## src/fetch_pkg.sv

```systemverilog
`default_nettype none

package fetch_pkg;

	////////////////////////////////////////////////////////////
	// instruction side
	////////////////////////////////////////////////////////////

	// rv32 instruction width
	localparam int XLEN = 32;

	// one instruction word as stored and as handed downstream
	typedef logic [XLEN-1:0] instr_t;

	// byte program counter covering 4 KiB of code
	localparam int PC_W = 12;
	typedef logic [PC_W-1:0] pc_t;

	////////////////////////////////////////////////////////////
	// memory side
	////////////////////////////////////////////////////////////

	// word address drops the two byte-offset bits of the pc
	localparam int IMEM_ADDR_W = PC_W - 2;
	typedef logic [IMEM_ADDR_W-1:0] imem_addr_t;

endpackage

`default_nettype wire

```

## src/imem_port_if.sv

```systemverilog
`default_nettype none

interface imem_port_if;

	// request half, driven by whoever wants the ram
	logic                  req;
	logic                  we;
	fetch_pkg::imem_addr_t addr;
	fetch_pkg::instr_t     wdata;

	// response half
	logic                  gnt;
	fetch_pkg::instr_t     rdata;

	modport requester (
		output req, we, addr, wdata,
		input  gnt, rdata
	);

	modport arbiter_side (
		input  req, we, addr, wdata,
		output gnt, rdata
	);

	// ram accepts every request so it raises no grant
	modport memory (
		input  req, we, addr, wdata,
		output rdata
	);

endinterface

`default_nettype wire

```

## src/imem_arbiter.sv

```systemverilog
`default_nettype none

module imem_arbiter (
	input  logic              bus,
	input  logic              rst_n,
	imem_port_if.arbiter_side loader,
	imem_port_if.arbiter_side fetch,
	imem_port_if.requester    mem
);

	logic loader_gnt;
	logic fetch_gnt;

	////////////////////////////////////////////////////////////
	// fixed priority, loader over fetch
	////////////////////////////////////////////////////////////

	assign loader_gnt = loader.req;
	assign fetch_gnt  = fetch.req & ~loader.req;

	assign loader.gnt = loader_gnt;
	assign fetch.gnt  = fetch_gnt;

	// winner drives the ram port
	assign mem.req   = loader.req | fetch.req;
	assign mem.we    = loader_gnt ? loader.we : fetch.we;
	assign mem.addr  = loader_gnt ? loader.addr : fetch.addr;
	assign mem.wdata = loader_gnt ? loader.wdata : fetch.wdata;

	////////////////////////////////////////////////////////////
	// read data
	////////////////////////////////////////////////////////////

	// same ram output on both ports
	// each requester knows which read is its own
	assign loader.rdata = mem.rdata;
	assign fetch.rdata  = mem.rdata;

endmodule

`default_nettype wire

```

## src/flat_wrapper.sv

```systemverilog
// flat-port wrapper written by rule: the top's interface ports become plain ports
module imem_arbiter_flat 
  (bus, rst_n, loader_req, loader_we, loader_addr, loader_wdata, loader_gnt, loader_rdata, fetch_req, fetch_we, fetch_addr, fetch_wdata, fetch_gnt, fetch_rdata, mem_req, mem_we, mem_addr, mem_wdata, mem_gnt, mem_rdata);
  imem_port_if loader_i ();
  imem_port_if fetch_i ();
  imem_port_if mem_i ();
  input  logic bus;
  input  logic rst_n;
  input wire logic [$bits(loader_i.req)-1:0] loader_req;
  input wire logic [$bits(loader_i.we)-1:0] loader_we;
  input wire logic [$bits(loader_i.addr)-1:0] loader_addr;
  input wire logic [$bits(loader_i.wdata)-1:0] loader_wdata;
  output wire logic [$bits(loader_i.gnt)-1:0] loader_gnt;
  output wire logic [$bits(loader_i.rdata)-1:0] loader_rdata;
  input wire logic [$bits(fetch_i.req)-1:0] fetch_req;
  input wire logic [$bits(fetch_i.we)-1:0] fetch_we;
  input wire logic [$bits(fetch_i.addr)-1:0] fetch_addr;
  input wire logic [$bits(fetch_i.wdata)-1:0] fetch_wdata;
  output wire logic [$bits(fetch_i.gnt)-1:0] fetch_gnt;
  output wire logic [$bits(fetch_i.rdata)-1:0] fetch_rdata;
  output wire logic [$bits(mem_i.req)-1:0] mem_req;
  output wire logic [$bits(mem_i.we)-1:0] mem_we;
  output wire logic [$bits(mem_i.addr)-1:0] mem_addr;
  output wire logic [$bits(mem_i.wdata)-1:0] mem_wdata;
  input wire logic [$bits(mem_i.gnt)-1:0] mem_gnt;
  input wire logic [$bits(mem_i.rdata)-1:0] mem_rdata;
  assign loader_i.req = loader_req;
  assign loader_i.we = loader_we;
  assign loader_i.addr = loader_addr;
  assign loader_i.wdata = loader_wdata;
  assign loader_gnt = loader_i.gnt;
  assign loader_rdata = loader_i.rdata;
  assign fetch_i.req = fetch_req;
  assign fetch_i.we = fetch_we;
  assign fetch_i.addr = fetch_addr;
  assign fetch_i.wdata = fetch_wdata;
  assign fetch_gnt = fetch_i.gnt;
  assign fetch_rdata = fetch_i.rdata;
  assign mem_req = mem_i.req;
  assign mem_we = mem_i.we;
  assign mem_addr = mem_i.addr;
  assign mem_wdata = mem_i.wdata;
  assign mem_i.gnt = mem_gnt;
  assign mem_i.rdata = mem_rdata;
  imem_arbiter u_core (.bus(bus), .rst_n(rst_n), .loader(loader_i), .fetch(fetch_i), .mem(mem_i));
endmodule
```

## config.mk

```make
export PLATFORM = sky130hd
export DESIGN_NAME = imem_arbiter_flat
export DESIGN_NICKNAME = d
export VERILOG_FILES = /design/src/fetch_pkg.sv /design/src/imem_port_if.sv /design/src/imem_arbiter.sv /design/src/flat_wrapper.sv
export SDC_FILE = /design/constraint.sdc
export NUM_CORES = 1
export LEC_CHECK = 0
export ABC_CLOCK_PERIOD_IN_PS = 1330
export BUFFER_PORTS_ARGS = -buffer_cell sky130_fd_sc_hd__buf_2
export CAP_MARGIN = 5
export CORE_AREA = 2 2 91 93
export DETAILED_ROUTE_END_ITERATION = 16
export DIE_AREA = 0 0 93 95
export PLACE_DENSITY_LB_ADDON = 0.12
export SLEW_MARGIN = 20
export SYNTH_ARGS = -nofsm -noshare
export SYNTH_HDL_FRONTEND = slang
export SYNTH_SLANG_ARGS = --single-unit
```

## constraint.sdc

```tcl
create_clock -name vclk -period 1.33
set_input_delay 0.266 -clock vclk [all_inputs]
set_output_delay 0.266 -clock vclk [all_outputs]
set_load 0.05 [all_outputs]
```

==> metrics.md <==
| Metric | Value |
|---|---|
| Reg area | `0 um2` |
| Vias | `996` |
| DR DRC count | `0` |
| Core area | `a little under 0.008 mm2` |
| Max Slew Vio Count | `0` |
| Post-route ant nets | `0` |
| Vias per cell | `3.45` |
| Post-layout min period | `between 1 and 1.5 ns` |
| Combinational share of power | `1.000` |
| Initial antenna violation count | `0` |
| Largest cells by area after synthesis | `mux2_4 (47%), buf_4 (40%), buf_12 (6.6%), mux2_2 (4.6%), buf_6 (0.92%)` |
| Run status | `finished, final reports clean` |
| Maximum vdd drop | `0.000147 V` |
| Yosys top cell area share | `0.468` |
| Slowest stage delay, CP | `0.30 ns` |
| GRT Util Overall | `0.0778` |
| Starting Density | `0.154` |
| Period Utilization, post-route | `0.982` |
| Worst-Margin Slew | `0.256 ns` |
| Hpwl dp | `approximately 3.5 mm` |
| Finished Cell Area | `0.00171 mm2` |
| Layout net count | `309` |
| Slowest CP cell | `mux2_4` |
| Drt pass-1 iters | `3` |
| Vias in the first global route | `1,102` |
| Most frequent cells in the layout | `buf_2 (91), mux2_4 (38), buf_4 (34)` |
| Cell variety after synth | `7` |
| P_sw | `0.543 mW` |
| Seq_cells | `0` |
| Fin cells | `289` |
| Post-Route WL | `3.89 mm` |
| Final count of hold timing violations | `0` |
| Seq pwr share | `0` |
| Worst setup margin | `between 0.02 and 0.025 ns` |
| 1st-iter DRT viols | `5` |
| CP Launch Type | `primary input` |
| Rows | `33` |
| Post-Place Worst Slack | `-0.133 ns` |
| Critical Path End Type | `output pin` |
| Net count after synthesis | `approximately 240` |
| P_int | `0.417 mW` |
| Ys Warns | `0` |
| Mapped Area | `0.00122 mm2` |
| Net Sw Frac | `0.566` |
| Commonest non-fill, non-tap cell in the layout | `buf_2` |
| Unrepaired setup endpoints after global routing | `no` |
| Ports | `233` |
| Die area | `0.00884 mm2` |
| Hold-fix buffers, CTS | `0` |
| Die Span X | `about 93 um` |
| Slew headroom | `0.830` |
| Share of cells above drive strength 1 | `1.00` |
| Largest net degree at the start of global routing | `11` |
| HP Class | `in -> out` |
| Mapped Avg Cell Area | `about 11 um2` |
| Number of setup violations in the final report | `0` |
| Routed len/inst | `13.5 um` |
| Yosys top cell by area | `mux2_4` |
| Die height | `95 um` |
| Critical path arrival | `between 1 and 1.5 ns` |
| CP required | `~1.1 ns` |
| Cells after synthesis | `about 120` |
| Gr ovfl total | `0` |
| Leak | `0.970 nW` |
| First-pass GRT wire length | `5.48 mm` |
| Critical path cell sequence | `buf_12, buf_12, mux2_4, buf_4` |
| Area after DPL | `0.00150 mm2` |
| Layout area overhead | `40.2%` |
| Kind of critical path | `in -> out` |
| CP most frequent cell | `buf_12` |
| Max Cap Viol | `0` |
| Setup TNS | `0 ns` |
| Pwr dens | `around 560 mW/mm2` |
| Diodes inserted | `0` |
| Maximum clock rate | `0.766 GHz` |
| Number of port buffers | `134` |
| CP Max Fanout | `10` |
| Clk pwr share | `0` |
| Cell total after placement | `approximately 290` |
| Layout clock buffer count | `0` |
| Register area share after synthesis | `0` |
| Final GP Congestion | `0.678` |
-- worst paths after layout --
path	from	endpoint	depth (start not counted)	slack [ns]
worst max-delay path	loader_req	mem_wdata[11]	4	0.02
worst min-delay path	mem_rdata[31]	fetch_rdata[31]	0	0.53
-- synth_stat cells --
| library cell | instances |
|---|---|
| buf_12 | 4 |
| buf_4 | 65 |
| buf_6 | 1 |
| mux2_2 | 5 |
| mux2_4 | 38 |
| nor2b_1 | 1 |
| or2_2 | 1 |
-- critical path, delay by kind of cell --
kind                   cells  cell delay, ns
multiplexers               1            0.30
buffers and inverters      3            0.46
-- timing repair --
| item | 4_1_cts | 5_1_grt |
|---|---|---|
| setup buffers | 0 | 0 |
| gates cloned | 2 | 0 |
| gates resized for setup | 48 | 12 |
| endpoints found under the hold margin | 0 | 0 |
| setup endpoints to repair | 44 | 8 |
-- logic make-up (layout without fill, tap and decap cells) --
group | count (synthesis) | count (layout) | share of synthesized area
muxes | 43 | 43 | 0.514
buffers and inverters | 70 | 139 | 0.475
and+or+nand+nor | 2 | 2 | 0.0103
-- layout make-up --
type	instances	area [um2]
fillers	907	6220
repair buffers	139	936
multi-input cells	45	642
well taps	105	131
-- power by group through the flow --
stage                     Sequential, mW  Combinational (mW)  Clock (mW)
after floorplan                        0                1.16           0
after global placement                 0               0.867           0
after detailed placement               0               0.867           0
after CTS                              0               0.962           0
after global routing                   0                1.01           0
final                                  0               0.961           0
-- per-layer routing --
layer	track usage	routed length [um]
met5	0	0
met4	0.0257	123
met1	0.0857	1330
met3	0.0279	504
met2	0.139	1930
-- per-stage QoR --
stage / hold WS (ns) / util / total power [mW]
2_1_floorplan: 0.699 / - / 1.16
3_3_place_gp: 0.532 / 0.190 / 0.867
3_5_place_dp: 0.532 / 0.190 / 0.867
4_1_cts: 0.532 / 0.212 / 0.962
5_1_grt: 0.532 / 0.216 / 1.01
6_report: 0.532 / 0.216 / 0.961
Note: power is estimated with default switching activity, not from simulation.
