===== config.mk =====
export PLATFORM = sky130hd
export DESIGN_NAME = prog_loader_flat
export DESIGN_NICKNAME = d
export VERILOG_FILES = /design/src/fetch_pkg.sv /design/src/loader_pkg.sv /design/src/imem_port_if.sv /design/src/prog_loader.sv /design/src/flat_wrapper.sv
export SDC_FILE = /design/constraint.sdc
export NUM_CORES = 1
export LEC_CHECK = 0
export ABC_CLOCK_PERIOD_IN_PS = 4300
export BUFFER_PORTS_ARGS = -buffer_cell sky130_fd_sc_hd__buf_2
export CELL_PAD_IN_SITES_DETAIL_PLACEMENT = 2
export CELL_PAD_IN_SITES_GLOBAL_PLACEMENT = 2
export CORE_MARGIN = 1.5
export CORE_UTILIZATION = 25
export CTS_BUF_LIST = sky130_fd_sc_hd__clkbuf_4
export DETAILED_ROUTE_END_ITERATION = 10
export PLACE_DENSITY_LB_ADDON = 0.1
export SETUP_SLACK_MARGIN = 0.3
export SLEW_MARGIN = 20
export SYNTH_ARGS = -nofsm -noshare
export SYNTH_HDL_FRONTEND = slang
export SYNTH_SLANG_ARGS = --single-unit

===== constraint.sdc =====
create_clock -name bus -period 4.3 [get_ports bus]
set_clock_uncertainty 0.2 [all_clocks]
set_input_delay 0.645 -clock bus [delete_from_list [all_inputs] [get_ports bus]]
set_output_delay 0.645 -clock bus [all_outputs]
set_load 0.01 [all_outputs]

===== src/fetch_pkg.sv =====
`default_nettype none

package fetch_pkg;

	////////////////////////////////////////////////////////////
	// instruction side
	////////////////////////////////////////////////////////////

	// rv32 instruction width
	localparam int XLEN = 32;

	// one instruction word as stored and as handed downstream
	typedef logic [XLEN-1:0] instr_t;

	// byte program counter covering 4 KiB of code
	localparam int PC_W = 12;
	typedef logic [PC_W-1:0] pc_t;

	////////////////////////////////////////////////////////////
	// memory side
	////////////////////////////////////////////////////////////

	// word address drops the two byte-offset bits of the pc
	localparam int IMEM_ADDR_W = PC_W - 2;
	typedef logic [IMEM_ADDR_W-1:0] imem_addr_t;

endpackage

`default_nettype wire


===== src/loader_pkg.sv =====
`default_nettype none

package loader_pkg;

	// 8n1 frame with lsb sent first
	localparam int UART_DATA_BITS = 8;

	// bytes arrive least significant first
	localparam int BYTES_PER_WORD = 4;

	// receiver walk through one frame
	typedef enum logic [1:0] {
		uart_idle,
		uart_start,
		uart_data,
		uart_stop
	} uart_state_e;

	// loader only leaves idle while prog is high
	typedef enum logic [1:0] {
		ld_idle,
		ld_collect,
		ld_write
	} loader_state_e;

endpackage

`default_nettype wire


===== src/imem_port_if.sv =====
`default_nettype none

interface imem_port_if;

	// request half, driven by whoever wants the ram
	logic                  req;
	logic                  we;
	fetch_pkg::imem_addr_t addr;
	fetch_pkg::instr_t     wdata;

	// response half
	logic                  gnt;
	fetch_pkg::instr_t     rdata;

	modport requester (
		output req, we, addr, wdata,
		input  gnt, rdata
	);

	modport arbiter_side (
		input  req, we, addr, wdata,
		output gnt, rdata
	);

	// ram accepts every request so it raises no grant
	modport memory (
		input  req, we, addr, wdata,
		output rdata
	);

endinterface

`default_nettype wire


===== src/prog_loader.sv =====
`default_nettype none

module prog_loader #(
	parameter int IMEM_WORDS = 256
) (
	input  logic                                  bus,
	input  logic                                  rst_n,
	input  logic                                  prog,
	input  logic                                  byte_valid,
	input  logic [loader_pkg::UART_DATA_BITS-1:0] byte_data,
	imem_port_if.requester                        mem
);

	localparam int BCNT_W = $clog2(loader_pkg::BYTES_PER_WORD);
	localparam logic [BCNT_W-1:0] LAST_BYTE = BCNT_W'(loader_pkg::BYTES_PER_WORD - 1);
	localparam fetch_pkg::imem_addr_t LAST_WORD = fetch_pkg::IMEM_ADDR_W'(IMEM_WORDS - 1);

	loader_pkg::loader_state_e state;
	logic [BCNT_W-1:0]         byte_cnt;
	fetch_pkg::imem_addr_t     word_cnt;
	fetch_pkg::instr_t         word;
	logic                      take_byte;
	logic                      write_req;

	// bytes only count while collecting under prog
	assign take_byte = (state == loader_pkg::ld_collect) & prog & byte_valid;
	assign write_req = (state == loader_pkg::ld_write);

	// write only, never reads back
	assign mem.req   = write_req;
	assign mem.we    = write_req;
	assign mem.addr  = word_cnt;
	assign mem.wdata = word;

	always_ff @(posedge bus) begin
		if (!rst_n) begin
			state    <= loader_pkg::ld_idle;
			byte_cnt <= '0;
			word_cnt <= '0;
		end else begin
			case (state)
				loader_pkg::ld_idle: begin
					// rise of prog restarts the image at word 0
					byte_cnt <= '0;
					word_cnt <= '0;
					if (prog) begin
						state <= loader_pkg::ld_collect;
					end
				end
				loader_pkg::ld_collect: begin
					if (!prog) begin
						state <= loader_pkg::ld_idle;
					end else if (take_byte) begin
						byte_cnt <= (byte_cnt == LAST_BYTE) ? '0 : byte_cnt + 1'b1;
						if (byte_cnt == LAST_BYTE) begin
							state <= loader_pkg::ld_write;
						end
					end
				end
				loader_pkg::ld_write: begin
					// loader has priority so gnt comes in this cycle
					if (mem.gnt) begin
						word_cnt <= (word_cnt == LAST_WORD) ? '0 : word_cnt + 1'b1;
						state    <= prog ? loader_pkg::ld_collect : loader_pkg::ld_idle;
					end
				end
				default: state <= loader_pkg::ld_idle;
			endcase
		end
	end

	// first byte ends up in bits 7:0
	always_ff @(posedge bus) begin
		if (take_byte) begin
			word <= {byte_data, word[fetch_pkg::XLEN-1:loader_pkg::UART_DATA_BITS]};
		end
	end

endmodule

`default_nettype wire


===== src/flat_wrapper.sv =====
// flat-port wrapper written by rule: the top's interface ports become plain ports
module prog_loader_flat 
#(
	parameter int IMEM_WORDS = 256
)
  (bus, rst_n, prog, byte_valid, byte_data, mem_req, mem_we, mem_addr, mem_wdata, mem_gnt, mem_rdata);
  imem_port_if mem_i ();
  input  logic bus;
  input  logic rst_n;
  input  logic prog;
  input  logic byte_valid;
  input  logic [loader_pkg::UART_DATA_BITS-1:0] byte_data;
  output wire logic [$bits(mem_i.req)-1:0] mem_req;
  output wire logic [$bits(mem_i.we)-1:0] mem_we;
  output wire logic [$bits(mem_i.addr)-1:0] mem_addr;
  output wire logic [$bits(mem_i.wdata)-1:0] mem_wdata;
  input wire logic [$bits(mem_i.gnt)-1:0] mem_gnt;
  input wire logic [$bits(mem_i.rdata)-1:0] mem_rdata;
  assign mem_req = mem_i.req;
  assign mem_we = mem_i.we;
  assign mem_addr = mem_i.addr;
  assign mem_wdata = mem_i.wdata;
  assign mem_i.gnt = mem_gnt;
  assign mem_i.rdata = mem_rdata;
  prog_loader #(.IMEM_WORDS(IMEM_WORDS)) u_core (.bus(bus), .rst_n(rst_n), .prog(prog), .byte_valid(byte_valid), .byte_data(byte_data), .mem(mem_i));
endmodule

==> flow_metrics.py <==
metrics = {
    "place": {
        "placedCellCount": 244,
        "globalplace.congestion": 0.817,
        "post-dp-hpwl_mm": 2.75,
        "place_ws_ps": 2000,
        "place_area_mm2": 0.00208,
        "io_buffers": 56,
    },
    "min_path": {
        "hp-class": "register to register",
    },
    "synth": {
        "syn_avg_cell_area_um2": 15.0,
        "ys_seq_area_share_pct": 72.6,
        "synth_common_cells": "edfxtp_1 (32), dfxtp_1 (14), nor2_1 (12)",
        "async_flop_share_pct": 0,
        "synth_edf_count": 32,
        "synth_cell_types": 33,
        "synth_top_area_share_pct": 56.2,
        "syn_area_mm2": 0.00171,
        "yosysMostFrequentCell": "edfxtp_1",
        "synth_top_area_cell": "edfxtp_1",
        "yosys_warnings": 0,
        "ys_seq_elements": 46,
        "yosys-top-cells-area": "edfxtp_1 (56%), dfxtp_1 (16%), xnor2_1 (4.1%)",
        "syn_nets": 161,
        "syn_inst": 114,
        "synthFlopType": "edfxtp_1",
    },
    "sta": {
        "setup_tns_ps": 0,
        "period_minus_slack_ps": 2230,
        "fin_ws_ps": 2070,
        "hold_slack_ps": 257,
        "finalSetupViolCount": 0,
        "rsz0062_at_grt": "no",
        "maxSlewViolCount": 0,
        "maxSlewHeadroom_pct": 44.4,
        "worstMarginPinSlew_ps": 832,
        "hold_viol": 0,
        "max_freq_mhz": 448,
        "fin_crit_sh_pct": 52.0,
    },
    "clock_network": {
        "clk_latency_ps": 350,
        "cts_root_buffer": "clkbuf_4",
        "clk_pin_slew_ps": 140,
        "cts_resized": 0,
        "htreeDepth": 2,
        "post-cts-setup-buffer-count": 0,
        "hold_buffers": 0,
        "numCtsBuffers": 5,
        "cts_tree": "built",
        "clock_path_buffers": 2,
        "clock_sink_count": 46,
    },
    "final_layout": {
        "drive_above_1_share_pct": 41.4,
        "diodes": 0,
        "nFillCells": 694,
        "final_cells": 251,
        "nNetsFinal": 221,
        "finalInstanceArea_mm2": 0.00212,
        "final-seq-area_mm2": 0.00124,
        "multi_input_area_um2": 448,
        "syn_to_final_growth_pct": 24.2,
        "final_core_util_pct": 32.7,
    },
    "die": {
        "die_area_mm2": 0.00735,
        "coreArea_mm2": 0.00649,
        "design.portCount": 89,
        "die_w_um": 85.7,
        "initial_core_util_pct": 26.3,
        "die_h_um": 85.7,
        "rows": 29,
    },
    "routing": {
        "firstDrtPassIters": 3,
        "antenna_violating_nets_post_route": 0,
        "wl_mm": 3.70,
        "wl_per_cell_um": 14.7,
        "vias": 1135,
        "dr.first_iter.drc_count": 36,
        "drcViolationCount": 0,
        "via_per_inst": 4.52,
    },
    "worst_setup_path": {
        "crit_required_ps": 3450,
        "worstSetupPathType": "register to output port",
        "arrival_ps": 1390,
        "worstSetupEndpointType": "output port",
        "cp_max_fo": 15,
        "start_kind": "register",
    },
    "power_and_ir_drop": {
        "p_comb_share_pct": 3.5,
        "switching_power_mw": 0.151,
        "vdd_drop_max_v": 0.0000937,
        "power_mw": 0.698,
        "powerDensity_mw_per_mm2": 329,
        "p_int_mw": 0.547,
        "netSwitchingFraction_pct": 21.6,
        "power_frac_clock_pct": 27.5,
        "pwr-share-seq_pct": 69.0,
        "leakagePower_nw": 0.795,
    },
    "global_routing": {
        "gr-usage-all-layers_pct": 10.7,
        "grt_pass1_vias": 1262,
        "grt_max_degree": 34,
        "grt_pass1_wl_mm": 6.09,
        "grt.overflow.total": 0,
        "antenna_found_initial": 0,
    },
    "status": {
        "run_status": "completed",
    },
    "flow_run": {
        "cap_violations": 0,
    },
}
kinds of logic after synthesis:
| logic type | count (synthesis) | synth area share, % |
|---|---|---|
| xor gates and xnor gates | 8 | 4.10 |
| adders and majority gates | 2 | 1.46 |
| buffers and inverters | 5 | 1.54 |
| AOI/OAI and AO/OA | 12 | 5.41 |
| DFF | 46 | 72.6 |
| muxes | 1 | 0.585 |
| and+or+nand+nor | 40 | 14.3 |
worst max-delay path, stage by stage (launching register included):
cell	delay, ps
dfxtp_1	690
nor2b_1	160
buf_2	180
cells in the final DEF, fill, tap and decap left out, drive strengths merged:
master and instances:
nand4 3, buf 57, o211a 1, xnor2 8
a31o 1, nand4b 1, and4b 1, a21o 1
nor4b 1, nor3b 3, nand2 5, dfxtp 14
a21boi 2, nand3 2, clkinv 2, nor4 3
nor3 2, a21oi 2, or4b 1, a22oi 1
edfxtp 32, and2 1, ha 2, nor2 12
o21bai 1, inv 1, nor2b 4, clkbuf 5
mux2i 1, nand2b 1, o21ai 3
state kept, by name, indices dropped and copies added (netlist names):
register,flops
u_core.state,2
u_core.mem.addr,10
u_core.byte_cnt,2
u_core.mem.wdata,32
path summary, 6_finish.rpt:
| check | from | end | slack, ps | cells past startpoint |
|---|---|---|---|---|
| setup / recovery | u_core.state[0] | mem_we | 2070 | 2 |
| hold / removal | u_core.mem.wdata[27] | u_core.mem.wdata[19] | 260 | 0 |
| hold reg to reg | u_core.mem.wdata[27] | u_core.mem.wdata[19] | 260 | 0 |
| setup reg to reg | u_core.state[1] | u_core.mem.addr[9] | 2250 | 4 |
area by class of cell:
type | count | share of cell area (%)
Multi-Input combinational cell | 63 | 21.1
Clock buffer | 5 | 1.77
Clock inverter | 2 | 0.471
Timing Repair Buffer | 57 | 13.5
Inverter | 1 | 0.177
Tap cell | 77 | 4.53
Sequential cell | 46 | 58.4
power by group through the flow:
| stage | logic (mW) | clock network [mW] | registers (mW) |
|---|---|---|---|
| floorplan | 0.00980 | 0 | 0.493 |
| global placement | 0.0245 | 0 | 0.491 |
| detailed placement | 0.0255 | 0 | 0.492 |
| CTS | 0.0258 | 0.208 | 0.482 |
| global route | 0.0273 | 0.230 | 0.483 |
| finish | 0.0247 | 0.192 | 0.481 |
routing by layer:
metal | track usage, % | up-vias | share of wire, %
li1 | - | 534 | -
met1 | 12.0 | 555 | 42
met2 | 19.4 | 40 | 51
met3 | 2.69 | 6 | 4.8
met4 | 4.40 | 0 | 1.6
met5 | 0 | - | 0
(Power assumes the default switching activity.)
