==> src/fetch_pkg.sv <==
`default_nettype none

package fetch_pkg;

	////////////////////////////////////////////////////////////
	// instruction side
	////////////////////////////////////////////////////////////

	// rv32 instruction width
	localparam int XLEN = 32;

	// one instruction word as stored and as handed downstream
	typedef logic [XLEN-1:0] instr_t;

	// byte program counter covering 4 KiB of code
	localparam int PC_W = 12;
	typedef logic [PC_W-1:0] pc_t;

	////////////////////////////////////////////////////////////
	// memory side
	////////////////////////////////////////////////////////////

	// word address drops the two byte-offset bits of the pc
	localparam int IMEM_ADDR_W = PC_W - 2;
	typedef logic [IMEM_ADDR_W-1:0] imem_addr_t;

endpackage

`default_nettype wire

==> src/imem_port_if.sv <==
`default_nettype none

interface imem_port_if;

	// request half, driven by whoever wants the ram
	logic                  req;
	logic                  we;
	fetch_pkg::imem_addr_t addr;
	fetch_pkg::instr_t     wdata;

	// response half
	logic                  gnt;
	fetch_pkg::instr_t     rdata;

	modport requester (
		output req, we, addr, wdata,
		input  gnt, rdata
	);

	modport arbiter_side (
		input  req, we, addr, wdata,
		output gnt, rdata
	);

	// ram accepts every request so it raises no grant
	modport memory (
		input  req, we, addr, wdata,
		output rdata
	);

endinterface

`default_nettype wire

==> src/fetch_unit.sv <==
`default_nettype none

module fetch_unit #(
	parameter int CREDITS = 4
) (
	input  logic              bus,
	input  logic              rst_n,
	input  logic              prog,
	input  logic              redirect_valid,
	input  fetch_pkg::pc_t    redirect_pc,
	input  logic              credit_return,
	imem_port_if.requester    mem,
	output logic              ins_valid,
	output fetch_pkg::instr_t ins,
	output fetch_pkg::pc_t    ins_pc
);

	localparam int CRED_W = $clog2(CREDITS + 1);

	fetch_pkg::pc_t    pc;
	logic [CRED_W-1:0] credits;
	// low for the reset cycles, keeps req quiet out of reset
	logic              run;
	logic              epoch;
	logic              pending;
	logic              pend_epoch;
	fetch_pkg::pc_t    pend_pc;
	logic              issue;
	logic              live;
	logic              refund;

	////////////////////////////////////////////////////////////
	// request side
	////////////////////////////////////////////////////////////

	// read the word under pc while a credit is left
	assign mem.req   = run & ~prog & (credits != '0);
	assign mem.we    = 1'b0;
	assign mem.addr  = pc[fetch_pkg::PC_W-1:2];
	assign mem.wdata = '0;

	assign issue = mem.req & mem.gnt;

	// returning word survives only on the current path
	assign live   = pending & (pend_epoch == epoch) & ~redirect_valid & ~prog;
	// dropped read hands its credit back
	assign refund = pending & ~live;

	always_ff @(posedge bus) begin
		if (!rst_n) begin
			run       <= 1'b0;
			pc        <= '0;
			credits   <= CRED_W'(CREDITS);
			epoch     <= 1'b0;
			pending   <= 1'b0;
			ins_valid <= 1'b0;
		end else begin
			run       <= 1'b1;
			credits   <= credits - CRED_W'(issue) + CRED_W'(credit_return) + CRED_W'(refund);
			pending   <= issue;
			ins_valid <= live;
			// programming mode pins pc to 0
			if (prog) begin
				pc <= '0;
			end else if (redirect_valid) begin
				// new path, a read issued now carries the old epoch
				pc    <= redirect_pc;
				epoch <= ~epoch;
			end else if (issue) begin
				pc <= pc + fetch_pkg::PC_W'(4);
			end
		end
	end

	////////////////////////////////////////////////////////////
	// payload
	////////////////////////////////////////////////////////////

	always_ff @(posedge bus) begin
		// tag the read with its path and address
		if (issue) begin
			pend_epoch <= epoch;
			pend_pc    <= pc;
		end
		if (live) begin
			ins    <= mem.rdata;
			ins_pc <= pend_pc;
		end
	end

endmodule

`default_nettype wire

==> src/flat_wrapper.sv <==
// flat-port wrapper written by rule: the top's interface ports become plain ports
module fetch_unit_flat 
#(
	parameter int CREDITS = 4
)
  (bus, rst_n, prog, redirect_valid, redirect_pc, credit_return, ins_valid, ins, ins_pc, mem_req, mem_we, mem_addr, mem_wdata, mem_gnt, mem_rdata);
  imem_port_if mem_i ();
  input  logic bus;
  input  logic rst_n;
  input  logic prog;
  input  logic redirect_valid;
  input  fetch_pkg::pc_t redirect_pc;
  input  logic credit_return;
  output logic ins_valid;
  output fetch_pkg::instr_t ins;
  output fetch_pkg::pc_t ins_pc;
  output wire logic [$bits(mem_i.req)-1:0] mem_req;
  output wire logic [$bits(mem_i.we)-1:0] mem_we;
  output wire logic [$bits(mem_i.addr)-1:0] mem_addr;
  output wire logic [$bits(mem_i.wdata)-1:0] mem_wdata;
  input wire logic [$bits(mem_i.gnt)-1:0] mem_gnt;
  input wire logic [$bits(mem_i.rdata)-1:0] mem_rdata;
  assign mem_req = mem_i.req;
  assign mem_we = mem_i.we;
  assign mem_addr = mem_i.addr;
  assign mem_wdata = mem_i.wdata;
  assign mem_i.gnt = mem_gnt;
  assign mem_i.rdata = mem_rdata;
  fetch_unit #(.CREDITS(CREDITS)) u_core (.bus(bus), .rst_n(rst_n), .prog(prog), .redirect_valid(redirect_valid), .redirect_pc(redirect_pc), .credit_return(credit_return), .mem(mem_i), .ins_valid(ins_valid), .ins(ins), .ins_pc(ins_pc));
endmodule
==> config.mk <==
export PLATFORM = sky130hd
export DESIGN_NAME = fetch_unit_flat
export DESIGN_NICKNAME = d
export VERILOG_FILES = /design/src/fetch_pkg.sv /design/src/imem_port_if.sv /design/src/fetch_unit.sv /design/src/flat_wrapper.sv
export SDC_FILE = /design/constraint.sdc
export NUM_CORES = 1
export LEC_CHECK = 0
export BUFFER_PORTS_ARGS = -buffer_cell sky130_fd_sc_hd__buf_2
export CAP_MARGIN = 20
export CORE_AREA = 10 10 104 106
export DETAILED_ROUTE_END_ITERATION = 12
export DIE_AREA = 0 0 114 116
export GPL_ROUTABILITY_DRIVEN = 0
export RECOVER_POWER = 100
export SYNTH_ARGS = -nofsm -noshare
export SYNTH_HDL_FRONTEND = slang
export SYNTH_SLANG_ARGS = --single-unit
==> constraint.sdc <==
create_clock -name bus -period 14.8 [get_ports bus]
set_clock_uncertainty 0.1 [all_clocks]
set_input_delay 0.74 -clock bus [delete_from_list [all_inputs] [get_ports bus]]
set_output_delay 0.74 -clock bus [all_outputs]
set_load 0.03 [all_outputs]
==> results by group <==
Run status
  – Outcome: finished with violations
  – Violations in the final reports: max-capacitance violations, max-slew violations

Power and ir drop
  – Total power divided by cell area: 122 mW/mm²
  – Cell leakage power: 1.29 nW
  – IR Drop Worst-Case VDD: 0.0000347 V

GRT
  – Initial antenna violation count: 0
  – Largest net degree at the start of global routing: 46
  – Wire length of the first global-routing pass: 10,300 µm
  – Vias in the first global route: 1,949
  – GRT Overall Usage: 0.100
  – Remaining global-route overflow: 0

Clock tree
  – TritonCTS buffer count: 9
  – TritonCTS clock tree: built
  – Clock-pin slew on the worst setup and hold paths: 0.08 ns
  – Setup Buffers After CTS: 0
  – Hold bufs inserted after CTS: 0
  – PostCTS Resize Cnt: 0
  – Maximum clock path buffer count: 2
  – Number of H-tree branching levels: 3
  – Clock insertion delay at the later pin of the skew report: 0.33 ns
  – Number of clock sinks: 76
  – Root buffer cell: sky130_fd_sc_hd__clkbuf_8

Finish
  – Area Growth Syn to Fin: 18.6%
  – Fillcell total: 881
  – Share of the core filled with cells in the final layout: 0.406
  – Count of non-filler cells in the finished layout: 417
  – Final antenna diode count: 0
  – NumNets Final: 358
  – Post-layout instance area: 0.00353 mm²
  – Fraction of final layout cells with drive strength greater than 1: 0.201

Timing
  – Highest achievable clock rate: 279 MHz
  – Final slew viol count: 46
  – Number of hold-slack violations in the final timing report: 0
  – Unrepaired setup endpoints after global routing: false
  – Final Critical Period: 3.58 ns
  – Setup TNS Final: 0 ns
  – Max-slew headroom: -0.601
  – Final critical-path share of the clock period: 0.242
  – Final count of negative-setup-slack endpoints: 0
  – Slew at the pin with the worst max-slew slack: 2.40 ns

Die
  – Vert. Die Dim: 116 µm
  – Area of the core: 0.00868 mm²
  – Die Outline Area: 0.0132 mm²
  – Starting density of the core: 0.343
  – Number of ports placed on the die boundary: 139
  – Die Span X: 114 µm
  – Row Count: 34

Route
  – Routed wirelength normalized by instance count: 16.6 µm
  – Drt total wl: 6920 µm
  – Post-route antenna net violation count: 0
  – Router iterations before antenna repair: 4
  – Starting DRT DRC Count: 59
  – Vias post-DR: 1,773
  – Drt via density: 4.25
  – DRC violation count after routing: 0

Critical path
  – Critical path data required time: 14.91 ns
  – Cell Chain, Critical Path: nor3_1 > nor3_2 > clkbuf_1 > ha_1 > inv_1 > fa_1 > fa_1 > xnor2_1 > xnor2_1 > nand2_1
  – Crit path capture type: flop
  – Arrival time at the worst endpoint: 3.70 ns
  – Library cell contributing the largest single delay on the critical path: sky130_fd_sc_hd__nor3_1
  – Worst stage delay on the critical path: 0.82 ns
  – Kind of start point of the critical path: flop
  – Critical path class: reg -> reg
  – Maximum fanout encountered on the critical timing path: 19

Placement
  – Half-perimeter wire length after detailed placement: 5320 µm
  – Placed insts: 401
  – Count of input and output buffers: 105
  – Placed standard-cell area: 0.00344 mm²

Synthesis
  – Average instance area after synthesis: 14.9 µm²
  – Sequential fraction of the synthesis area: 0.704
  – Post-synth top flop: sky130_fd_sc_hd__edfxtp_1
  – Share of flip-flops with an asynchronous set or reset after synthesis: 0
  – Most numerous cell in the Yosys netlist: sky130_fd_sc_hd__edfxtp_1
  – Post-synth EDFFs: 57
  – Yosys warnings: 0
  – Top-area cell type share of the netlist area: 0.576
  – Number of synthesized register bits: 76
  – Synthesized area: 0.00297 mm²
  – Netlist cell types: 30
  – Post-synthesis cell count: 200
  – Top cells by area in the synthesized netlist: sky130_fd_sc_hd__edfxtp_1, sky130_fd_sc_hd__dfxtp_1, sky130_fd_sc_hd__buf_4
  – Post-synth top area cell: sky130_fd_sc_hd__edfxtp_1
  – Most used standard cells in the synthesized netlist: sky130_fd_sc_hd__edfxtp_1, sky130_fd_sc_hd__buf_4, sky130_fd_sc_hd__dfxtp_1

Min path
  – Class of the tightest hold or removal check: reg -> reg

Flow run
  – Max cap viols: 1
[sequential cells by signal, indices dropped and copies added (netlist names)]
name               count
u_core.pc             12
u_core.credits         3
u_core.ins_pc         12
u_core.pending         1
u_core.epoch           1
u_core.ins_valid       1
u_core.pend_pc        12
u_core.run             1
u_core.pend_epoch      1
u_core.ins            32
[placed cells by master, fill, tap and decap left out, types with 4 or more instances in the layout]
cell	n
sky130_fd_sc_hd__o21ai_0	11
sky130_fd_sc_hd__edfxtp_1	57
sky130_fd_sc_hd__xnor2_1	10
sky130_fd_sc_hd__nand2_1	6
sky130_fd_sc_hd__inv_1	4
sky130_fd_sc_hd__clkbuf_8	9
sky130_fd_sc_hd__a21oi_1	9
sky130_fd_sc_hd__dfxtp_1	19
sky130_fd_sc_hd__nor3_1	4
sky130_fd_sc_hd__buf_2	46
sky130_fd_sc_hd__clkbuf_1	63
sky130_fd_sc_hd__conb_1	33
sky130_fd_sc_hd__nor4_1	5
[power by group]
part           leakage, nW  internal [mW]  switching [mW]  total [mW]
Combinational        0.526         0.0136          0.0304      0.0440
Clock               0.0931         0.0771          0.0699       0.147
Sequential           0.674          0.236         0.00490       0.241
Total                 1.29          0.327           0.105       0.432
[routing by layer]
metal | vias to the layer above | global-route usage | part of all wire | routed length, µm
li1 | 848 | - | - | -
met1 | 785 | 0.132 | 0.48 | 3340
met2 | 131 | 0.129 | 0.38 | 2610
met3 | 9 | 0.0610 | 0.12 | 864
met4 | 0 | 0.0376 | 0.014 | 99
met5 | - | 0 | 0 | 0
[metrics by stage]
| step | worst slack (ns) | hold WS (ns) | power, mW |
|---|---|---|---|
| floorplan | 7.49 | 0.300 | 0.286 |
| global placement | 11.91 | 0.305 | 0.290 |
| detailed placement | 11.83 | 0.307 | 0.292 |
| CTS | 12.03 | 0.322 | 0.441 |
| global route | 10.89 | 0.333 | 0.455 |
| finish | 11.22 | 0.315 | 0.432 |
[layout make-up]
class | instances | area [µm²] | share of cell area
Clock inverter | 5 | 52.6 | 0.0149
Tap cell | 108 | 135 | 0.0383
Multi-Input combinational cell | 106 | 641 | 0.182
Timing Repair Buffer | 107 | 459 | 0.130
Clock buffer | 11 | 131 | 0.0373
Sequential cell | 76 | 2090 | 0.593
Inverter | 4 | 15.0 | 0.00426
[kinds of logic after synthesis]
| family | Yosys count | synth area share |
|---|---|---|
| AND/OR/NAND/NOR | 33 | 0.0745 |
| buffers and inverters | 50 | 0.117 |
| flip-flops | 76 | 0.704 |
| XOR/XNOR | 11 | 0.0324 |
| multiplexers | 3 | 0.0101 |
| other | 1 | 0.00126 |
| adder cells (fa/ha/maj) | 4 | 0.0219 |
| AO/OA/AOI/OAI | 22 | 0.0387 |
[worst paths after layout]
path | startpoint | endpoint | slack (ns) | cells after the start
hold reg to reg | u_core.pend_pc[11] | u_core.ins_pc[11] | 0.32 | 0
setup / recovery | u_core.credits[1] | u_core.credits[2] | 11.22 | 10
hold / removal | u_core.pend_pc[11] | u_core.ins_pc[11] | 0.32 | 0
setup reg to reg | u_core.credits[1] | u_core.credits[2] | 11.22 | 10
[critical path: cells and delay by family (launching register included)]
kind | cells | cell delay [ns]
fa+ha+maj | 3 | 1.23
xor+xnor | 2 | 0.34
buf+inv | 2 | 0.50
flops | 1 | 0.33
simple gates | 3 | 0.97
Power figures use the tool's default switching activity.
