## config.mk

```make
export PLATFORM = sky130hd
export DESIGN_NAME = uart_rx
export DESIGN_NICKNAME = d
export VERILOG_FILES = /design/src/loader_pkg.sv /design/src/uart_rx.sv
export SDC_FILE = /design/constraint.sdc
export NUM_CORES = 1
export LEC_CHECK = 0
export BUFFER_PORTS_ARGS = -buffer_cell sky130_fd_sc_hd__buf_2
export CELL_PAD_IN_SITES_DETAIL_PLACEMENT = 1
export CELL_PAD_IN_SITES_GLOBAL_PLACEMENT = 2
export CORE_MARGIN = 5
export CORE_UTILIZATION = 32
export CTS_CLUSTER_DIAMETER = 60
export DETAILED_ROUTE_END_ITERATION = 6
export GPL_ROUTABILITY_DRIVEN = 0
export PLACE_DENSITY = 0.64
export SYNTH_ARGS = -nofsm -noshare
export SYNTH_HDL_FRONTEND = slang
export SYNTH_SLANG_ARGS = --single-unit
```

## constraint.sdc

```tcl
create_clock -name bus -period 2.3 [get_ports bus]
set_input_delay 0.46 -clock bus [delete_from_list [all_inputs] [get_ports bus]]
set_output_delay 0.46 -clock bus [all_outputs]
set_load 0.02 [all_outputs]
```

## src/loader_pkg.sv

```systemverilog
`default_nettype none

package loader_pkg;

	// 8n1 frame with lsb sent first
	localparam int UART_DATA_BITS = 8;

	// bytes arrive least significant first
	localparam int BYTES_PER_WORD = 4;

	// receiver walk through one frame
	typedef enum logic [1:0] {
		uart_idle,
		uart_start,
		uart_data,
		uart_stop
	} uart_state_e;

	// loader only leaves idle while prog is high
	typedef enum logic [1:0] {
		ld_idle,
		ld_collect,
		ld_write
	} loader_state_e;

endpackage

`default_nettype wire

```

## src/uart_rx.sv

```systemverilog
`default_nettype none

module uart_rx #(
	parameter int CLKS_PER_BIT = 8
) (
	input  logic                                  bus,
	input  logic                                  rst_n,
	input  logic                                  rx,
	output logic                                  byte_valid,
	output logic [loader_pkg::UART_DATA_BITS-1:0] byte_data
);

	localparam int CNT_W = $clog2(CLKS_PER_BIT + 1);
	localparam int IDX_W = $clog2(loader_pkg::UART_DATA_BITS);
	// half a bit lands the sampling point mid-bit
	localparam logic [CNT_W-1:0] HALF_BIT = CNT_W'(CLKS_PER_BIT / 2 - 1);
	localparam logic [CNT_W-1:0] FULL_BIT = CNT_W'(CLKS_PER_BIT - 1);
	localparam logic [IDX_W-1:0] LAST_BIT = IDX_W'(loader_pkg::UART_DATA_BITS - 1);

	loader_pkg::uart_state_e               state;
	logic                                  rx_meta;
	logic                                  rx_sync;
	logic [CNT_W-1:0]                      clk_cnt;
	logic [IDX_W-1:0]                      bit_idx;
	logic [loader_pkg::UART_DATA_BITS-1:0] shift;

	// two-flop synchronizer, line idles high
	always_ff @(posedge bus) begin
		if (!rst_n) begin
			rx_meta <= 1'b1;
			rx_sync <= 1'b1;
		end else begin
			rx_meta <= rx;
			rx_sync <= rx_meta;
		end
	end

	////////////////////////////////////////////////////////////
	// frame fsm
	////////////////////////////////////////////////////////////

	always_ff @(posedge bus) begin
		if (!rst_n) begin
			state      <= loader_pkg::uart_idle;
			clk_cnt    <= '0;
			bit_idx    <= '0;
			byte_valid <= 1'b0;
		end else begin
			// strobe lasts one cycle
			byte_valid <= 1'b0;
			case (state)
				loader_pkg::uart_idle: begin
					clk_cnt <= '0;
					bit_idx <= '0;
					// falling edge opens a frame
					if (!rx_sync) begin
						state <= loader_pkg::uart_start;
					end
				end
				loader_pkg::uart_start: begin
					if (clk_cnt == HALF_BIT) begin
						clk_cnt <= '0;
						// glitch shorter than half a bit goes back to idle
						state   <= rx_sync ? loader_pkg::uart_idle : loader_pkg::uart_data;
					end else begin
						clk_cnt <= clk_cnt + 1'b1;
					end
				end
				loader_pkg::uart_data: begin
					if (clk_cnt == FULL_BIT) begin
						clk_cnt <= '0;
						// lsb first so shift in from the top
						shift   <= {rx_sync, shift[loader_pkg::UART_DATA_BITS-1:1]};
						bit_idx <= bit_idx + 1'b1;
						if (bit_idx == LAST_BIT) begin
							state <= loader_pkg::uart_stop;
						end
					end else begin
						clk_cnt <= clk_cnt + 1'b1;
					end
				end
				loader_pkg::uart_stop: begin
					if (clk_cnt == FULL_BIT) begin
						clk_cnt <= '0;
						state   <= loader_pkg::uart_idle;
						// framing error drops the byte
						if (rx_sync) begin
							byte_valid <= 1'b1;
						end
					end else begin
						clk_cnt <= clk_cnt + 1'b1;
					end
				end
				default: state <= loader_pkg::uart_idle;
			endcase
		end
	end

	// shift register is stable through the stop bit
	assign byte_data = shift;

endmodule

`default_nettype wire

```

==> results of run 1 <==
-- cell type report --
type                            count  area, sq um
Clock buffer                        3        22.52
Clock inverter                      1        30.03
Fill cell                         273         1516
Inverter                            3        11.26
Multi-Input combinational cell     38        271.5
Sequential cell                    20        480.5
Tap cell                           30        37.54
Timing Repair Buffer               12        62.56
-- cells by family (layout without fill, tap and decap cells) --
group                    after synthesis  after routing
adder cells (fa/ha/maj)                3              3
buffers and inverters                  7             19
AND/OR/NAND/NOR                       20             20
flip-flops                            20             20
AO/OA/AOI/OAI                         12             12
XOR/XNOR                               3              3
-- power by group through the flow --
stage               clock (mW)  sequential (mW)  combinational, mW
CTS                      0.295            0.372             0.0110
finish                   0.283            0.372             0.0109
global route             0.318            0.373             0.0125
global placement             0            0.380             0.0111
floorplan                    0            0.378             0.0102
detailed placement           0            0.380             0.0109
-- metal layers --
metal	vias up	GRT usage	part of all wire	routed length (um)
met5	-	0	0	0
met2	9	0.1620	0.49	703
met1	242	0.1144	0.45	651
met4	0	0.04747	0.0091	13
li1	257	-	-	-
met3	2	0.02592	0.047	67
-- Yosys cell counts (all sizes together) (2+ instances only) --
cell type / count
dfxtp: 12
edfxtp: 8
nand2: 6
nor2: 4
o22ai: 4
buf: 3
ha: 3
inv: 3
nand2b: 2
nand3b: 2
o211a: 2
o21ai: 2
xor2: 2
-- registers in the layout, indices dropped and copies added, names as in the netlist, named ones only --
register and flops:
byte_data 8, state 1, rx_sync 1, rx_meta 1
byte_valid 1, bit_idx 3, clk_cnt 4
-- path summary, 6_finish.rpt --
kind              depth (start not counted)             startpoint                      to
setup / recovery                          5  clk_cnt[0]$_SDFF_PN0_  byte_data[4]$_DFFE_PP_
hold / removal                            2                     rx      rx_meta$_SDFF_PN1_
setup reg to reg                          5  clk_cnt[0]$_SDFF_PN0_  byte_data[4]$_DFFE_PP_
hold reg to reg                           1     rx_meta$_SDFF_PN1_      rx_sync$_SDFF_PN1_
-- critical path: stages (launching register included) --
cell and delay (ns):
dfxtp_1 0.37, ha_1 0.27, nand3b_4 0.13, or3_1 0.37, nor2_1 0.10, buf_4 0.17
-- through the flow --
step	cells	setup WS [ns]	total power, mW	utilization	hold WS [ns]
2_1_floorplan	65	0.5121	0.3884	-	0.3863
5_1_grt	107	0.5076	0.7035	0.3765	0.3389
6_report	107	0.6095	0.6660	0.3765	0.3429
3_5_place_dp	103	0.6078	0.3911	0.3549	0.4017
4_1_cts	107	0.5978	0.6783	0.3765	0.3340
3_3_place_gp	103	0.6384	0.3915	0.3549	0.3914
==> key figures, run 1 <==
Run
  • Max Cap Violations: 0

Route
  • Total number of vias: between 500 and 600
  • Routed vias/inst: between 4 and 5
  • Starting DRC count in detailed routing: 9
  • DR WL/cell: between 10 and 15 um
  • Residual DRC: 0
  • ANT nets after route: 0
  • Pre-antenna DRT Iters: 4
  • DRT Wirelength: between 1 and 1.5 mm

Pwr
  • Sequential Power Share: 0.559
  • Combinational power share: 0.016
  • Power density over cell area: slightly above 700 mW/mm^2
  • P_int: 0.5492 mW
  • Sw Pwr: around 0.12 mW
  • Static Leak: ~0.40 nW
  • Sw frac: 0.1754
  • Clock power frac: 0.425
  • Worst vdd ir: approximately 350 uV

Global route
  • Vias in the first global route: between 500 and 600
  • Initial antenna violation count: 0
  • Gr ovfl total: 0
  • First-pass GRT wire length: ~2.5 mm
  • Gr usage total: 0.09723
  • Pin count of the biggest net entering global routing: 15

Clocking
  • TritonCTS Sinks: 20
  • Cts bufs inserted: 3
  • CTS clock-pin slew for the worst setup and hold paths: between 0.1 and 0.15 ns
  • CTS tree: done
  • Max Buffers Root-to-Sink: 2
  • H-tree Lvls: 1
  • Setup Buffers After CTS: 0
  • # hold bufs at CTS: 0
  • Post-CTS Resized: 0
  • Worst skew pair latency: between 0.2 and 0.3 ns
  • Root buf cell: clkbuf_4

Timing
  • RSZ-0062 raised after global routing: false
  • Max-slew violations: 0
  • Worst Tran Pin Value: about 0.33 ns
  • Final min period: between 1.5 and 2 ns
  • Final TNS setup: 0 ns
  • Clock Skews: 0.002208 ns
  • Slew headroom: 0.7805
  • Final hold vios: 0
  • Final period util: 0.7350
  • Achievable frequency: roughly 0.59 GHz
  • Setup violations, final: 0

Layout
  • Final Instance Area: 915.9 sq um
  • Nets: between 80 and 90
  • Commonest non-fill, non-tap cell in the layout: dfxtp_1
  • ANT cells: 0
  • Most frequent cells in the layout: dfxtp_1, buf_2, edfxtp_1
  • Layout cell share with drive strength beyond 1: 0.2468
  • Area Growth Syn to Fin: 14.91%

Yosys
  • Post-Synthesis Cells: 65
  • Top FF cell, synth: dfxtp_1
  • Synth area leader: dfxtp_1
  • Synth top area share: 0.3014
  • XOR/XNOR Fraction of Synth Area: 0.03297
  • Largest family of logic cells by synthesized area: simple AND/OR/NAND/NOR gates
  • Mux contribution to synthesized area: 0
  • Synth top area cells: dfxtp_1, edfxtp_1, ha_1
  • Mean post-synth cell area: ~12 sq um
  • Post-synthesis compound-gate area fraction: 0.1099
  • Post-Synth Simple-Gate Area: 0.1507
  • Synth unique cells: 28
  • EDFF count, synth: 8
  • YS warnings: 0
  • Synth Register Bits: 20
  • Syn nets: 71
  • Synth Area in Adders: 0.04710
  • Async SR Flop Fraction: 0
  • Mapped Area: 797.0 sq um
  • Seq/Total Area, Yosys: 0.6028

Run status
  • Outcome: finished clean

Floorplan
  • Initial Utilization: 0.3277
  • Die area: ~0.0036 sq mm
  • Chip width: 59.91 um
  • Core Footprint: roughly 0.0024 sq mm
  • Std-Cell Rows: 18
  • Chip height: roughly 60 um
  • Total I/O pin count: 12

Min path
  • Hold Crit Class: input port to register

Worst setup path
  • Crit Path Max Fanout: 8
  • Critical path class: register to register
  • Worst Setup Start Kind: register
  • WP data required: 2.32 ns
  • Crit end category: register
  • Crit path DAT: 1.71 ns
  • R2r setup slk: between 0.6 and 0.7 ns

Placement
  • DP HPWL: ~1.1 mm
  • Placed Area: 863.3 sq um
  • # port buffers: 11
(Power assumes the default switching activity.)
==> inputs of run 2 (changes only) <==
==> constraint.sdc (replaced) <==
create_clock -name bus -period 1.6 [get_ports bus]
set_input_delay 0.32 -clock bus [delete_from_list [all_inputs] [get_ports bus]]
set_output_delay 0.32 -clock bus [all_outputs]
set_load 0.02 [all_outputs]
==> key figures, run 2 (synthesis gave the netlist of run 1 again) <==
Worst setup path
  • R2R Path Start: clk_cnt[0]$_SDFF_PN0_
  • CP bufs+invs: 0
  • Critical path class: register to register
  • R2R depth: 4
  • Crit path DAT: around 1.5 ns
  • Worst Setup Start Kind: register
  • Critical path's largest stage delay: about 0.36 ns
  • CP cell instances: ha_2 -> nand3b_4 -> or3_4 -> nor2_4
  • WP data required: 1.60 ns
  • CP top delay family: simple AND/OR/NAND/NOR gates
  • Crit end category: register
  • Critical path's slowest cell: dfxtp_2
  • Crit Path Max Fanout: 8
  • Worst R2R End: byte_data[4]$_DFFE_PP_
  • R2r setup slk: between 0.07 and 0.08 ns

Floorplan
  • Chip width: 59.91 um
  • Core Footprint: roughly 0.0024 sq mm
  • Die area: between 0.003 and 0.004 sq mm
  • Total I/O pin count: 12
  • Initial Utilization: 0.3277
  • Chip height: 59.91 um
  • Std-Cell Rows: 18

Layout
  • ANT cells: 0
  • Area Growth Syn to Fin: 23.70%
  • Nets: 91
  • Layout cell share with drive strength beyond 1: 0.3690
  • Most frequent cells in the layout: buf_2, dfxtp_1, edfxtp_1, buf_4, nand2_1
  • Max reg flops: 8
  • Commonest non-fill, non-tap cell in the layout: buf_2
  • Area of the multi-input gates: about 290 sq um
  • Non-filler instance count after layout: between 100 and 150
  • Filler cells: about 280
  • Register area: between 400 and 500 sq um

Timing
  • Slew headroom: 0.8189
  • Final TNS setup: 0 ns
  • Final hold vios: 0
  • Setup violations, final: 0
  • Setup ws final: between 0.07 and 0.08 ns
  • Clock Skews: ~0.0081 ns
  • Max-slew violations: 0
  • Worst Tran Pin Value: about 0.27 ns
  • Final period util: 0.9524
  • Final min period: between 1.5 and 2 ns
  • Achievable frequency: 0.6562 GHz
  • RSZ-0062 raised after global routing: false

Global route
  • Gr usage total: 0.09237
  • Vias in the first global route: 553
  • First-pass GRT wire length: ~2.5 mm
  • Gr ovfl total: 0
  • Initial antenna violation count: 0
  • Pin count of the biggest net entering global routing: 13

Route
  • Residual DRC: 0
  • Pre-antenna DRT Iters: 3
  • DRT Wirelength: approximately 1.5 mm
  • Total number of vias: 533
  • ANT nets after route: 0
  • DR WL/cell: around 13 um
  • Starting DRC count in detailed routing: 6
  • Routed vias/inst: roughly 4.7

Clocking
  • Max Buffers Root-to-Sink: 2
  • CTS clock-pin slew for the worst setup and hold paths: ~0.12 ns
  • TritonCTS Sinks: 20
  • CTS tree: done
  • Setup Buffers After CTS: 0
  • Worst skew pair latency: a little under 0.3 ns
  • H-tree Lvls: 1
  • Root buf cell: clkbuf_4
  • # hold bufs at CTS: 0
  • Cts bufs inserted: 3

Min path
  • Hold Crit Start: rx
  • Endpoint, Worst Hold: rx_meta$_SDFF_PN1_
  • Hold path depth: 2
  • Hold Crit Class: input port to register

Run status
  • Outcome: finished clean

Pwr
  • Static Leak: between 0.4 and 0.5 nW
  • Sw Pwr: 0.1670 mW
  • Worst vdd ir: 451.3 uV
  • Combinational power share: 0.024
  • Power density over cell area: 973.7 mW/mm^2
  • P_int: 0.7929 mW
  • Clock power frac: 0.420
  • Sequential Power Share: 0.556
  • Sw frac: 0.1740

Placement
  • DP Worst Slack: between 0.02 and 0.025 ns
  • Cells after DPL: between 100 and 150
  • # port buffers: 11
  • DP HPWL: approximately 1.2 mm

Run
  • Max Cap Violations: 0
## run 2: changes by cell type in the layout (fill, tap and decap cells not counted)
cell	delta
buf_4	+7
dfxtp_1	-2
dfxtp_2	+2
ha_1	-1
ha_2	+1
nor2_1	-1
nor2_4	+1
or3_1	-1
or3_4	+1
## run 2: power by group through the flow
stage                     combinational [mW]  clock (mW)  sequential (mW)
after detailed placement              0.0236           0            0.545
after CTS                             0.0235       0.415            0.533
after global routing                  0.0257       0.443            0.534
after global placement                0.0234           0            0.545
final                                 0.0231       0.403            0.533
after floorplan                       0.0154           0            0.544
## run 2: what timing repair did
item,CTS,global route
hold endpoints to repair,0,0
endpoints found under the setup margin,0,8
resized for setup,0,4
## run 2: routing by layer
metal	up-vias	GRT usage	part of all wire
met5	-	0	0
met4	0	0.02848	0
met3	0	0.01944	0.036
met2	6	0.1451	0.48
met1	257	0.1265	0.49
li1	270	-	-
## run 2: worst max path at each step
stage	startpoint	end	slack, ns	depth (start not counted)
final	clk_cnt[0]$_SDFF_PN0_	byte_data[4]$_DFFE_PP_	0.08	4
after floorplan	clk_cnt[0]$_SDFF_PN0_	byte_data[0]$_DFFE_PP_	0.03	4
after global routing	clk_cnt[0]$_SDFF_PN0_	byte_data[2]$_DFFE_PP_	0.004	4
after CTS	clk_cnt[0]$_SDFF_PN0_	byte_data[1]$_DFFE_PP_	0.01	4
after global placement	clk_cnt[0]$_SDFF_PN0_	byte_data[0]$_DFFE_PP_	0.07	4
after detailed placement	clk_cnt[0]$_SDFF_PN0_	byte_data[2]$_DFFE_PP_	0.02	4
## run 2: through the flow
stage / utilization / hold slack (ns) / power (mW) / cell area, sq um
6_report: 0.4054 / 0.2062 / 0.9600 / 985.9
5_1_grt: 0.4054 / 0.1963 / 1.003 / 985.9
4_1_cts: 0.4012 / 0.1991 / 0.9714 / 975.9
3_5_place_dp: 0.3796 / 0.3994 / 0.5681 / 923.4
3_3_place_gp: 0.3796 / 0.3962 / 0.5680 / 923.4
2_1_floorplan: - / 0.3863 / 0.5590 / 804.5
## run 2: area by class of cell
cell class              count  area share
repair buffers             19      0.1168
clock buffers               3     0.02284
well taps                  30     0.03807
multi-input cells          38      0.2906
flip-flops and latches     20      0.4898
clock inverters             1     0.03046
inverters                   3     0.01142
## run 2: worst register-to-register path: stages, from the launching register on
cell and delay (ns):
dfxtp_2 0.36, ha_2 0.20, nand3b_4 0.08, or3_4 0.35
nor2_4 0.24
==> inputs of run 3 (changes only) <==
--- a/config.mk
+++ b/config.mk
@@ -9,11 +9,11 @@
 export CELL_PAD_IN_SITES_DETAIL_PLACEMENT = 1
 export CELL_PAD_IN_SITES_GLOBAL_PLACEMENT = 2
 export CORE_MARGIN = 5
-export CORE_UTILIZATION = 32
+export CORE_UTILIZATION = 35
 export CTS_CLUSTER_DIAMETER = 60
 export DETAILED_ROUTE_END_ITERATION = 6
 export GPL_ROUTABILITY_DRIVEN = 0
-export PLACE_DENSITY = 0.64
+export PLACE_DENSITY = 0.7
 export SYNTH_ARGS = -nofsm -noshare
 export SYNTH_HDL_FRONTEND = slang
 export SYNTH_SLANG_ARGS = --single-unit
==> key figures, run 3 (synthesis gave the netlist of run 1 again) <==
Worst setup path
  • R2R Path Start: clk_cnt[0]$_SDFF_PN0_
  • Worst R2R End: byte_data[0]$_DFFE_PP_
  • Critical path class: register to register
  • CP Capture Point: byte_data[0]$_DFFE_PP_
  • R2r setup slk: around 0.072 ns
  • Crit end category: register
  • R2R depth: 4
  • Worst setup path startpoint: clk_cnt[0]$_SDFF_PN0_
  • WP data required: approximately 1.6 ns
  • Crit path DAT: between 1.5 and 2 ns
  • Worst Setup Start Kind: register
  • Crit Path Max Fanout: 8

Clocking
  • Cts bufs inserted: 3
  • Max Buffers Root-to-Sink: 2
  • CTS clock-pin slew for the worst setup and hold paths: around 0.10 ns
  • TritonCTS Sinks: 20
  • Worst skew pair latency: around 0.28 ns
  • CTS tree: done
  • Setup Buffers After CTS: 0
  • Root buf cell: clkbuf_4
  • H-tree Lvls: 1

Floorplan
  • Initial Utilization: 0.3638
  • Std-Cell Rows: 17
  • Core Footprint: roughly 0.0022 sq mm
  • Total I/O pin count: 12
  • Chip width: approximately 58 um
  • Chip height: 57.72 um
  • Die area: around 0.0033 sq mm

Global route
  • Met2 GRT Util: 0.1629
  • Vias in the first global route: about 550
  • Met3 usage: 0.02895
  • Grt peak-use layer: met2
  • Gr usage total: 0.1040
  • Pin count of the biggest net entering global routing: 14
  • Gr ovfl total: 0
  • First-pass GRT wire length: 2.684 mm
  • Routing usage on met1: 0.1399
  • Initial antenna violation count: 0

Timing
  • Final TNS setup: 0 ns
  • Final period util: 0.9551
  • Max-slew violations: 0
  • Clock Skews: 0.001368 ns
  • Achievable frequency: between 0.6 and 0.7 GHz
  • Setup violations, final: 0
  • Worst Tran Pin Value: 0.2649 ns
  • Final hold vios: 0
  • Slew headroom: 0.8234
  • Final min period: around 1.5 ns

Run status
  • Outcome: finished clean

Placement
  • DP HPWL: approximately 1.2 mm
  • # port buffers: 11
  • Placed Area: ~910 sq um

Layout
  • Area Growth Syn to Fin: 19.00%
  • Most frequent cells in the layout: dfxtp_1, buf_2, edfxtp_1
  • Layout cell share with drive strength beyond 1: 0.3373
  • Register area: 481.7 sq um
  • Final Instance Area: around 950 sq um
  • Filler cells: between 200 and 300
  • Area of the multi-input gates: roughly 290 sq um
  • Nets: 90
  • Max reg flops: 8
  • ANT cells: 0

Pwr
  • Power density over cell area: about 840 mW/mm^2
  • Worst vdd ir: approximately 400 uV
  • Static Leak: approximately 0.42 nW

Min path
  • Hold path depth: 2
  • Hold Crit Class: input port to register

Route
  • Residual DRC: 0
  • DR WL/cell: about 14 um
  • DRT Wirelength: roughly 1.6 mm
  • Pre-antenna DRT Iters: 3
  • Routed vias/inst: between 4 and 5
  • Starting DRC count in detailed routing: 4
  • ANT nets after route: 0
  • Total number of vias: between 500 and 600

Run
  • Max Cap Violations: 0
[run 3: cell count changes in the layout (fill, tap and decap cells not counted), sizes merged]
cell / delta
buf: -1
bufinv: -1
clkbuf: +1
[run 3: power by group]
| group | switching (mW) | internal [mW] |
|---|---|---|
| clock | 0.139 | 0.0967 |
| sequential | 0.00283 | 0.530 |
| combinational | 0.0139 | 0.00968 |
| total | 0.156 | 0.637 |
[run 3: worst max-delay path: stages, from the launching register on]
cell	delay (ns)
dfxtp_2	0.36
ha_2	0.20
nand3b_4	0.08
or3_4	0.35
nor2_4	0.24
[run 3: worst min path at each step]
stage                            start  slack [ns]                 end
finish                              rx        0.21  rx_meta$_SDFF_PN1_
global route                        rx        0.21  rx_meta$_SDFF_PN1_
CTS                                 rx        0.21  rx_meta$_SDFF_PN1_
detailed placement  rx_meta$_SDFF_PN1_        0.41  rx_sync$_SDFF_PN1_
global placement    rx_meta$_SDFF_PN1_        0.40  rx_sync$_SDFF_PN1_
floorplan           rx_meta$_SDFF_PN1_        0.39  rx_sync$_SDFF_PN1_
[run 3: cell type report]
type                       count  share of cell area
clock buffer                   4             0.02770
inverter                       3             0.01187
multi-input combinational     38              0.3021
sequential                    20              0.5079
tap                           28             0.03694
timing repair buffer          18              0.1135
[run 3: repair_timing]
item,4_1_cts,5_1_grt
endpoints found under the hold margin,0,0
hold buffers,0,0
gates resized for setup,0,3
endpoints found under the setup margin,0,8
[run 3: per-stage QoR]
| stage | utilization | setup WS, ns | hold WS (ns) | power [mW] | instances |
|---|---|---|---|---|---|
| floorplan | - | 0.02993 | 0.3863 | 0.5590 | 65 |
| global placement | 0.4169 | 0.06771 | 0.3962 | 0.5670 | 107 |
| detailed placement | 0.4169 | 0.04395 | 0.4138 | 0.5679 | 107 |
| CTS | 0.4289 | 0.01579 | 0.2084 | 0.8009 | 111 |
| global route | 0.4329 | -0.002602 | 0.2115 | 0.8298 | 111 |
| finish | 0.4329 | 0.07185 | 0.2105 | 0.7927 | 111 |
[run 3: per-layer routing]
| metal | wire length [um] | vias to the layer above |
|---|---|---|
| li1 | - | 269 |
| met1 | 732 | 263 |
| met2 | 762 | 9 |
| met3 | 79 | 2 |
| met4 | 14 | 0 |
| met5 | 0 | - |
